File: config.mk
export PLATFORM = sky130hd
export DESIGN_NAME = exec_top
export DESIGN_NICKNAME = d
export VERILOG_FILES = /design/src/exec_pkg.sv /design/src/issue_dispatch.sv /design/src/int_alu.sv /design/src/branch_unit.sv /design/src/mul_pipe.sv /design/src/load_store_unit.sv /design/src/exec_top.sv
export VERILOG_INCLUDE_DIRS = /design/src
export SDC_FILE = /design/constraint.sdc
export NUM_CORES = 2
export LEC_CHECK = 0
export BUFFER_PORTS_ARGS = -buffer_cell sky130_fd_sc_hd__buf_2
export CAP_MARGIN = 20
export CORE_AREA = 3 3 346 348
export CTS_CLUSTER_SIZE = 16
export DETAILED_ROUTE_END_ITERATION = 10
export DIE_AREA = 0 0 349 351
export PLACE_DENSITY = 0.79
export RECOVER_POWER = 100
export SLEW_MARGIN = 25
export SYNTH_ARGS = -nofsm -noshare
export SYNTH_HDL_FRONTEND = slang
export SYNTH_HIERARCHICAL = 1
export SYNTH_SLANG_ARGS = --single-unit
File: constraint.sdc
create_clock -name clk -period 8.2 [get_ports clk]
set_input_delay 1.64 -clock clk [delete_from_list [all_inputs] [get_ports clk]]
set_output_delay 1.64 -clock clk [all_outputs]
set_load 0.01 [all_outputs]
File: src/exec_params.svh
// execute stage widths and pipeline depth, shared by the package and the units
`ifndef EXEC_PARAMS_SVH
`define EXEC_PARAMS_SVH

// data path
`define XLEN 32

// rename tags
`define PRF_WIDTH 6 // physical register number
`define ROB_WIDTH 5 // reorder buffer entry

// multiplier register stages after dispatch
`define MUL_STAGES 4

// instruction field widths
`define FUNCT3_WIDTH 3

`endif

File: src/exec_pkg.sv
// shared types for the execute stage: unit selects, opcodes, packets and result buses
`include "exec_params.svh"

package exec_pkg;

	typedef enum logic [1:0] {FU_ALU, FU_MUL, FU_BR, FU_MEM} fu_type_e;

	typedef enum logic [3:0] {ADD, SUB, AND, OR, XOR, SLL, SRL, SRA, SLT, SLTU} alu_op_e;

	typedef enum logic [1:0] {MUL, MULH, MULHSU, MULHU} mul_op_e;

	// one instruction word, decoded as I-type or S-type
	typedef union packed {
		struct packed {
			logic [11:0] imm;
			logic [4:0] rs1;
			logic [`FUNCT3_WIDTH-1:0] funct3;
			logic [4:0] rd;
			logic [6:0] opcode;
		} i_view;
		struct packed {
			logic [6:0] imm_hi;
			logic [4:0] rs2;
			logic [4:0] rs1;
			logic [`FUNCT3_WIDTH-1:0] funct3;
			logic [4:0] imm_lo;
			logic [6:0] opcode;
		} s_view;
	} inst_word_u;

	typedef struct packed {
		logic valid;
		fu_type_e fu_type;
		alu_op_e alu_op;
		mul_op_e mul_op;
		inst_word_u inst;
		logic [`XLEN-1:0] pc;
		logic [`XLEN-1:0] npc;
		logic [`XLEN-1:0] op1;
		logic [`XLEN-1:0] op2;
		logic [`XLEN-1:0] imm; // branch offset, already sign extended
		logic rd_mem;
		logic wr_mem;
		logic cond_branch;
		logic uncond_branch;
		logic [`ROB_WIDTH-1:0] rob_entry;
		logic [`PRF_WIDTH-1:0] dest_prn;
	} issue_pkt_t;

	typedef struct packed {
		logic valid;
		logic [`XLEN-1:0] result;
		logic [`PRF_WIDTH-1:0] dest_prn;
		logic [`ROB_WIDTH-1:0] rob_entry;
	} cdb_pkt_t;

	typedef struct packed {
		logic valid; // link write, jumps only
		logic taken;
		logic cond_branch;
		logic uncond_branch;
		logic [`XLEN-1:0] target;
		logic [`XLEN-1:0] link;
		logic [`PRF_WIDTH-1:0] dest_prn;
		logic [`ROB_WIDTH-1:0] rob_entry;
	} branch_res_t;

	typedef struct packed {
		logic en;
		logic [`XLEN-1:0] addr;
		logic [`XLEN-1:0] data;
		logic [`ROB_WIDTH-1:0] rob_entry;
	} store_req_t;

	typedef struct packed {
		logic en;
		logic [`XLEN-1:0] addr;
		logic [`FUNCT3_WIDTH-1:0] size;
	} load_req_t;

endpackage

File: src/issue_dispatch.sv
// dispatch register: holds the issued packet and raises one go strobe per unit
`timescale 1ns/1ps

module issue_dispatch import exec_pkg::*; (
	input logic clk,
	input logic rst,
	input issue_pkt_t issue,
	output issue_pkt_t disp_pkt,
	output logic alu_go,
	output logic mul_go,
	output logic br_go,
	output logic mem_go
);

	// payload follows the issuer every cycle, only valid is cleared
	always_ff @(posedge clk) begin
		disp_pkt <= issue;
		if (rst) begin
			disp_pkt.valid <= 1'b0;
		end
	end

	// unit select from the registered packet
	always_comb begin
		alu_go = 1'b0;
		mul_go = 1'b0;
		br_go = 1'b0;
		mem_go = 1'b0;
		if (disp_pkt.valid) begin
			case (disp_pkt.fu_type)
				FU_ALU: alu_go = 1'b1;
				FU_MUL: mul_go = 1'b1;
				FU_BR: br_go = 1'b1;
				FU_MEM: mem_go = 1'b1;
			endcase
		end
	end

endmodule

File: src/int_alu.sv
// integer ALU, one operation per cycle with a registered CDB result
`timescale 1ns/1ps
`include "exec_params.svh"

module int_alu import exec_pkg::*; (
	input logic clk,
	input logic rst,
	input logic go,
	input issue_pkt_t pkt,
	output cdb_pkt_t cdb
);

	logic [`XLEN-1:0] result;
	logic [4:0] shamt;

	assign shamt = pkt.op2[4:0]; // rv32 shift amount

	always_comb begin
		case (pkt.alu_op)
			ADD: result = pkt.op1 + pkt.op2;
			SUB: result = pkt.op1 - pkt.op2;
			AND: result = pkt.op1 & pkt.op2;
			OR: result = pkt.op1 | pkt.op2;
			XOR: result = pkt.op1 ^ pkt.op2;
			SLL: result = pkt.op1 << shamt;
			SRL: result = pkt.op1 >> shamt;
			SRA: result = $signed(pkt.op1) >>> shamt; // keeps the sign bit
			SLT: result = {{(`XLEN-1){1'b0}}, $signed(pkt.op1) < $signed(pkt.op2)};
			SLTU: result = {{(`XLEN-1){1'b0}}, pkt.op1 < pkt.op2};
			default: result = '0;
		endcase
	end

	always_ff @(posedge clk) begin
		cdb.result <= result;
		cdb.dest_prn <= pkt.dest_prn;
		cdb.rob_entry <= pkt.rob_entry;
		if (rst) begin
			cdb.valid <= 1'b0;
		end else begin
			cdb.valid <= go;
		end
	end

endmodule

File: src/branch_unit.sv
// branch resolution: condition, taken flag, target and link address
`timescale 1ns/1ps
`include "exec_params.svh"

module branch_unit import exec_pkg::*; (
	input logic go,
	input issue_pkt_t pkt,
	output branch_res_t res
);

	logic cond_true;
	logic [`FUNCT3_WIDTH-1:0] funct3;

	assign funct3 = pkt.inst.i_view.funct3;

	always_comb begin
		case (funct3)
			3'b000: cond_true = (pkt.op1 == pkt.op2); // beq
			3'b001: cond_true = (pkt.op1 != pkt.op2); // bne
			3'b100: cond_true = ($signed(pkt.op1) < $signed(pkt.op2)); // blt
			3'b101: cond_true = ($signed(pkt.op1) >= $signed(pkt.op2)); // bge
			3'b110: cond_true = (pkt.op1 < pkt.op2); // bltu
			3'b111: cond_true = (pkt.op1 >= pkt.op2); // bgeu
			default: cond_true = 1'b0;
		endcase
	end

	always_comb begin
		res.cond_branch = go & pkt.cond_branch;
		res.uncond_branch = go & pkt.uncond_branch;
		res.taken = go & (pkt.uncond_branch | (pkt.cond_branch & cond_true));
		res.target = res.taken ? pkt.pc + pkt.imm : '0;
		res.link = pkt.npc;
		res.valid = go & pkt.uncond_branch; // only jumps write rd
		res.dest_prn = pkt.dest_prn;
		res.rob_entry = pkt.rob_entry;
	end

endmodule

File: src/mul_pipe.sv
// pipelined multiplier, accepts one product per cycle and carries its tags along
`timescale 1ns/1ps
`include "exec_params.svh"

module mul_pipe import exec_pkg::*; (
	input logic clk,
	input logic rst,
	input logic go,
	input issue_pkt_t pkt,
	output cdb_pkt_t cdb
);

	typedef struct packed {
		logic valid;
		mul_op_e op;
		logic [2*`XLEN-1:0] prod;
		logic [`PRF_WIDTH-1:0] dest_prn;
		logic [`ROB_WIDTH-1:0] rob_entry;
	} mul_stage_t;

	mul_stage_t stage [`MUL_STAGES];
	mul_stage_t last;
	logic a_signed;
	logic b_signed;
	logic [`XLEN:0] a_ext;
	logic [`XLEN:0] b_ext;
	logic signed [2*`XLEN-1:0] prod;

	// mulhsu takes rs1 signed and rs2 unsigned
	assign a_signed = (pkt.mul_op != MULHU);
	assign b_signed = (pkt.mul_op == MUL) || (pkt.mul_op == MULH);
	assign a_ext = {a_signed & pkt.op1[`XLEN-1], pkt.op1};
	assign b_ext = {b_signed & pkt.op2[`XLEN-1], pkt.op2};
	assign prod = $signed({{(`XLEN-1){a_ext[`XLEN]}}, a_ext})
		* $signed({{(`XLEN-1){b_ext[`XLEN]}}, b_ext}); // 33-bit sign fills the top

	always_ff @(posedge clk) begin
		stage[0].op <= pkt.mul_op;
		stage[0].prod <= prod;
		stage[0].dest_prn <= pkt.dest_prn;
		stage[0].rob_entry <= pkt.rob_entry;
		for (int i = 1; i < `MUL_STAGES; i++) begin
			stage[i] <= stage[i-1]; // shift the whole record
		end
		if (rst) begin
			for (int i = 0; i < `MUL_STAGES; i++) begin
				stage[i].valid <= 1'b0;
			end
		end else begin
			stage[0].valid <= go;
		end
	end

	assign last = stage[`MUL_STAGES-1];

	always_comb begin
		cdb.valid = last.valid;
		cdb.result = (last.op == MUL) ? last.prod[`XLEN-1:0] : last.prod[2*`XLEN-1:`XLEN];
		cdb.dest_prn = last.dest_prn;
		cdb.rob_entry = last.rob_entry;
	end

endmodule

File: src/load_store_unit.sv
// load/store unit: address generation, store and load requests, miss hold
`timescale 1ns/1ps
`include "exec_params.svh"

module load_store_unit import exec_pkg::*; (
	input logic clk,
	input logic rst,
	input logic go,
	input issue_pkt_t pkt,
	input logic [`XLEN-1:0] load_data,
	input logic load_data_valid,
	output store_req_t store_req,
	output load_req_t load_req,
	output cdb_pkt_t mem_cdb,
	output logic miss_waiting
);

	logic ld_now;
	logic st_now;
	logic [11:0] imm_i;
	logic [11:0] imm_s;
	logic [`XLEN-1:0] addr_i;
	logic [`XLEN-1:0] addr_s;
	logic [`XLEN-1:0] held_addr;
	logic [`FUNCT3_WIDTH-1:0] held_size;
	logic [`PRF_WIDTH-1:0] held_prn;
	logic [`ROB_WIDTH-1:0] held_rob;

	assign ld_now = go & pkt.rd_mem;
	assign st_now = go & pkt.wr_mem;

	// same word, two immediate layouts
	assign imm_i = pkt.inst.i_view.imm;
	assign imm_s = {pkt.inst.s_view.imm_hi, pkt.inst.s_view.imm_lo};
	assign addr_i = pkt.op1 + {{(`XLEN-12){imm_i[11]}}, imm_i};
	assign addr_s = pkt.op1 + {{(`XLEN-12){imm_s[11]}}, imm_s};

	always_comb begin
		store_req.en = st_now;
		store_req.addr = addr_s;
		store_req.data = pkt.op2;
		store_req.rob_entry = pkt.rob_entry;
	end

	// while a miss is pending the request repeats the held load
	always_comb begin
		load_req.en = miss_waiting | ld_now;
		load_req.addr = miss_waiting ? held_addr : addr_i;
		load_req.size = miss_waiting ? held_size : pkt.inst.i_view.funct3;
	end

	always_comb begin
		mem_cdb.valid = load_data_valid & (miss_waiting | ld_now);
		mem_cdb.result = load_data;
		mem_cdb.dest_prn = miss_waiting ? held_prn : pkt.dest_prn;
		mem_cdb.rob_entry = miss_waiting ? held_rob : pkt.rob_entry;
	end

	always_ff @(posedge clk) begin
		if (ld_now && !load_data_valid) begin // miss, keep the load
			held_addr <= addr_i;
			held_size <= pkt.inst.i_view.funct3;
			held_prn <= pkt.dest_prn;
			held_rob <= pkt.rob_entry;
		end
	end

	always_ff @(posedge clk) begin
		if (rst) begin
			miss_waiting <= 1'b0;
		end else if (ld_now && !load_data_valid) begin
			miss_waiting <= 1'b1;
		end else if (load_data_valid) begin
			miss_waiting <= 1'b0; // data returned on the cdb this cycle
		end
	end

endmodule

File: src/exec_top.sv
// execute stage top: dispatch register feeding ALU, branch, multiplier and load/store
`timescale 1ns/1ps
`include "exec_params.svh"

module exec_top import exec_pkg::*; (
	input logic clk,
	input logic rst,
	input issue_pkt_t issue,
	input logic [`XLEN-1:0] load_data,
	input logic load_data_valid,
	output cdb_pkt_t alu_cdb,
	output cdb_pkt_t mul_cdb,
	output cdb_pkt_t mem_cdb,
	output branch_res_t br_res,
	output store_req_t store_req,
	output load_req_t load_req,
	output logic miss_waiting
);

	issue_pkt_t disp_pkt;
	logic alu_go;
	logic mul_go;
	logic br_go;
	logic mem_go;

	issue_dispatch issue_dispatch_inst (
		.clk(clk),
		.rst(rst),
		.issue(issue),
		.disp_pkt(disp_pkt),
		.alu_go(alu_go),
		.mul_go(mul_go),
		.br_go(br_go),
		.mem_go(mem_go)
	);

	int_alu int_alu_inst (
		.clk(clk),
		.rst(rst),
		.go(alu_go),
		.pkt(disp_pkt),
		.cdb(alu_cdb)
	);

	branch_unit branch_unit_inst (
		.go(br_go),
		.pkt(disp_pkt),
		.res(br_res)
	);

	mul_pipe mul_pipe_inst (
		.clk(clk),
		.rst(rst),
		.go(mul_go),
		.pkt(disp_pkt),
		.cdb(mul_cdb)
	);

	load_store_unit load_store_unit_inst (
		.clk(clk),
		.rst(rst),
		.go(mem_go),
		.pkt(disp_pkt),
		.load_data(load_data),
		.load_data_valid(load_data_valid),
		.store_req(store_req),
		.load_req(load_req),
		.mem_cdb(mem_cdb),
		.miss_waiting(miss_waiting)
	);

endmodule

==> impl_metrics.yaml <==
sta:
  worst_pin_slew_ns: 3.87
  hold_slack_ns: 0.318
  rsz0062_at_grt: "true"
  slew_viol_final: 326
  final-setup-viol-count: 0
  finalHoldViolCount: 0
  finalCriticalPeriod_ns: 8.03
  post-route-period-util_pct: 97.9
  worst_slack_ns: 0.169
  finalClockSkew_ns: 0.0470
  slew_headroom_pct: -158
  max_freq_mhz: 125
synthesis:
  ys_warn_count: 6
  synthCells: 6966
  synth_nets: 8756
  synth.avg_cell_area_sq_um: 9.49
  netlist_area_sq_um: 66100
cts:
  clockRootBuffer: "clkbuf_16"
  clk_pin_slew_ns: 0.07
  cts_buffers: 66
  clock_latency_ns: 0.68
  cts_tree: "yes"
  clock_sinks: 607
  clockBufferDepth: 3
  htreeDepth: 3
detailed_routing:
  wl_um: 208000
  first_pass_iters: 6
  detail_route.wl_per_cell_um: 23.3
  vias: 52000
  via_per_inst: 5.84
  drt_iter0_drc: 4643
  drtAntennaViolNets: 0
  drc: 0
critical_path:
  start_kind: "register"
  cp_max_fo: 24
  crit_type: "register to register"
  cp.arrival_ns: 8.61
  end_kind: "register"
  worstPathRequired_ns: 8.78
layout:
  regArea_sq_um: 12700
  drive_gt1_share_pct: 11.5
  fin_nets: 9106
  multiInputGateArea_sq_um: 46500
  fillers: 9425
  syn2layout_area_growth_pct: 9.59
  final_core_util_pct: 62.2
  fin_cells: 8904
floorplanning:
  core_sq_um: 117000
  dieWidth_um: 349
  start_util_pct: 56.8
  rows: 125
  ios: 569
  dieArea_sq_um: 122000
  die_h_um: 351
place:
  portBuffers: 492
  hpwl_um: 164000
  place_worst_setup_slack_ns: 0.0254
  gp_congestion: 0.996
  dp_cells: 8759
global_routing:
  overflow: 0
  grt_max_degree: 58
  grt_pass1_wl_um: 316000
  track_usage_pct: 33.8
  antenna_found_initial: 17
  grt_pass1_vias: 54700
min_path:
  hold_class: "register to register"
status:
  violations: "capacitance limit, slew limit"
  status: "complete, but fails checks"
flow_run:
  drv_cap: 7
==> layer usage <==
metal,part of all wire (%),GRT usage [%],up-vias
met1,37,42.9,26000
met5,0.033,0,-
met4,6.5,19.2,10
met2,46,53.8,2936
li1,-,-,22400
met3,10,7.44,707
==> path summary, 6_finish.rpt <==
| path | start | to | slack [ns] | depth (start not counted) |
|---|---|---|---|---|
| setup / recovery | issue_dispatch_inst/disp_pkt[75] | mul_pipe_inst/stage[0][72] | 0.17 | 26 |
| hold / removal | mul_pipe_inst/stage[1][22] | mul_pipe_inst/stage[2][22] | 0.32 | 0 |
| setup reg to reg | issue_dispatch_inst/disp_pkt[75] | mul_pipe_inst/stage[0][72] | 0.17 | 26 |
| hold reg to reg | mul_pipe_inst/stage[1][22] | mul_pipe_inst/stage[2][22] | 0.32 | 0 |
==> cell type report <==
class                      instances  area share (%)
multi-input combinational       4645            64.1
timing repair buffer             754            6.17
tap                             1524            2.63
antenna                           11          0.0380
clock inverter                    33           0.456
sequential                       607            17.6
clock buffer                      88            2.58
inverter                        1242            6.44
==> flip-flops by register name, summed over array words and instances, names as in the netlist <==
name	flops
mul_pipe_inst/stage	312
issue_dispatch_inst/disp_pkt	204
load_store_unit_inst/held_rob	5
int_alu_inst/cdb	44
load_store_unit_inst/held_size	3
load_store_unit_inst/held_prn	6
load_store_unit_inst/miss_waiting	1
load_store_unit_inst/held_addr	32
==> what timing repair did <==
action / 4_1_cts / 5_1_grt
resized for setup: 7 / 61
hold buffers: 0 / 0
setup buffers: 1 / 9
endpoints found under the setup margin: 3 / 13
hold endpoints to repair: 0 / 0
pin swaps: 1 / 7
gates cloned: 0 / 3
==> stage by stage <==
| stage | instance area, sq um | TNS (ns) |
|---|---|---|
| after CTS | 72500 | 0 |
| after detailed placement | 70300 | 0 |
| final | 72500 | 0 |
| after global placement | 70300 | 0 |
| after floorplan | 66100 | 0 |
| after global routing | 72500 | -0.0379 |
==> cell usage in the layout (no fill, tap or decap), drive strengths merged, types with 46 or more instances in the layout <==
cell / count
o21ai: 180
xnor2: 113
buf: 483
nand3: 50
inv: 1245
clkbuf: 359
dfxtp: 561
a21o: 67
nor2: 281
and2: 343
xor2: 58
edfxtp: 46
nand2: 943
nor3: 75
mux2: 66
fa: 1130
a21oi: 256
mux4: 62
ha: 409
==> worst max-delay path, cell delays in order (launching register included) <==
cell and delay [ns]:
dfxtp_1 0.56, buf_4 0.41, and2_1 0.22, fa_1 0.43
ha_1 0.30, inv_1 0.05, fa_1 0.48, inv_1 0.06
fa_1 0.48, inv_1 0.05, fa_1 0.54, fa_1 0.44
fa_1 0.49, inv_1 0.05, fa_1 0.46, ha_1 0.32
and3_1 0.23, and2_1 0.20, a221oi_2 0.28, buf_4 0.16
o21ai_0 0.07, a211o_1 0.35, a221o_1 0.38, a31oi_4 0.28
o31ai_2 0.10, or4_1 0.40, nand3_1 0.09
Power is left out: the tool's default activity adds up to more than one toggle a clock period on the data nets, which glitch-free logic cannot reach.
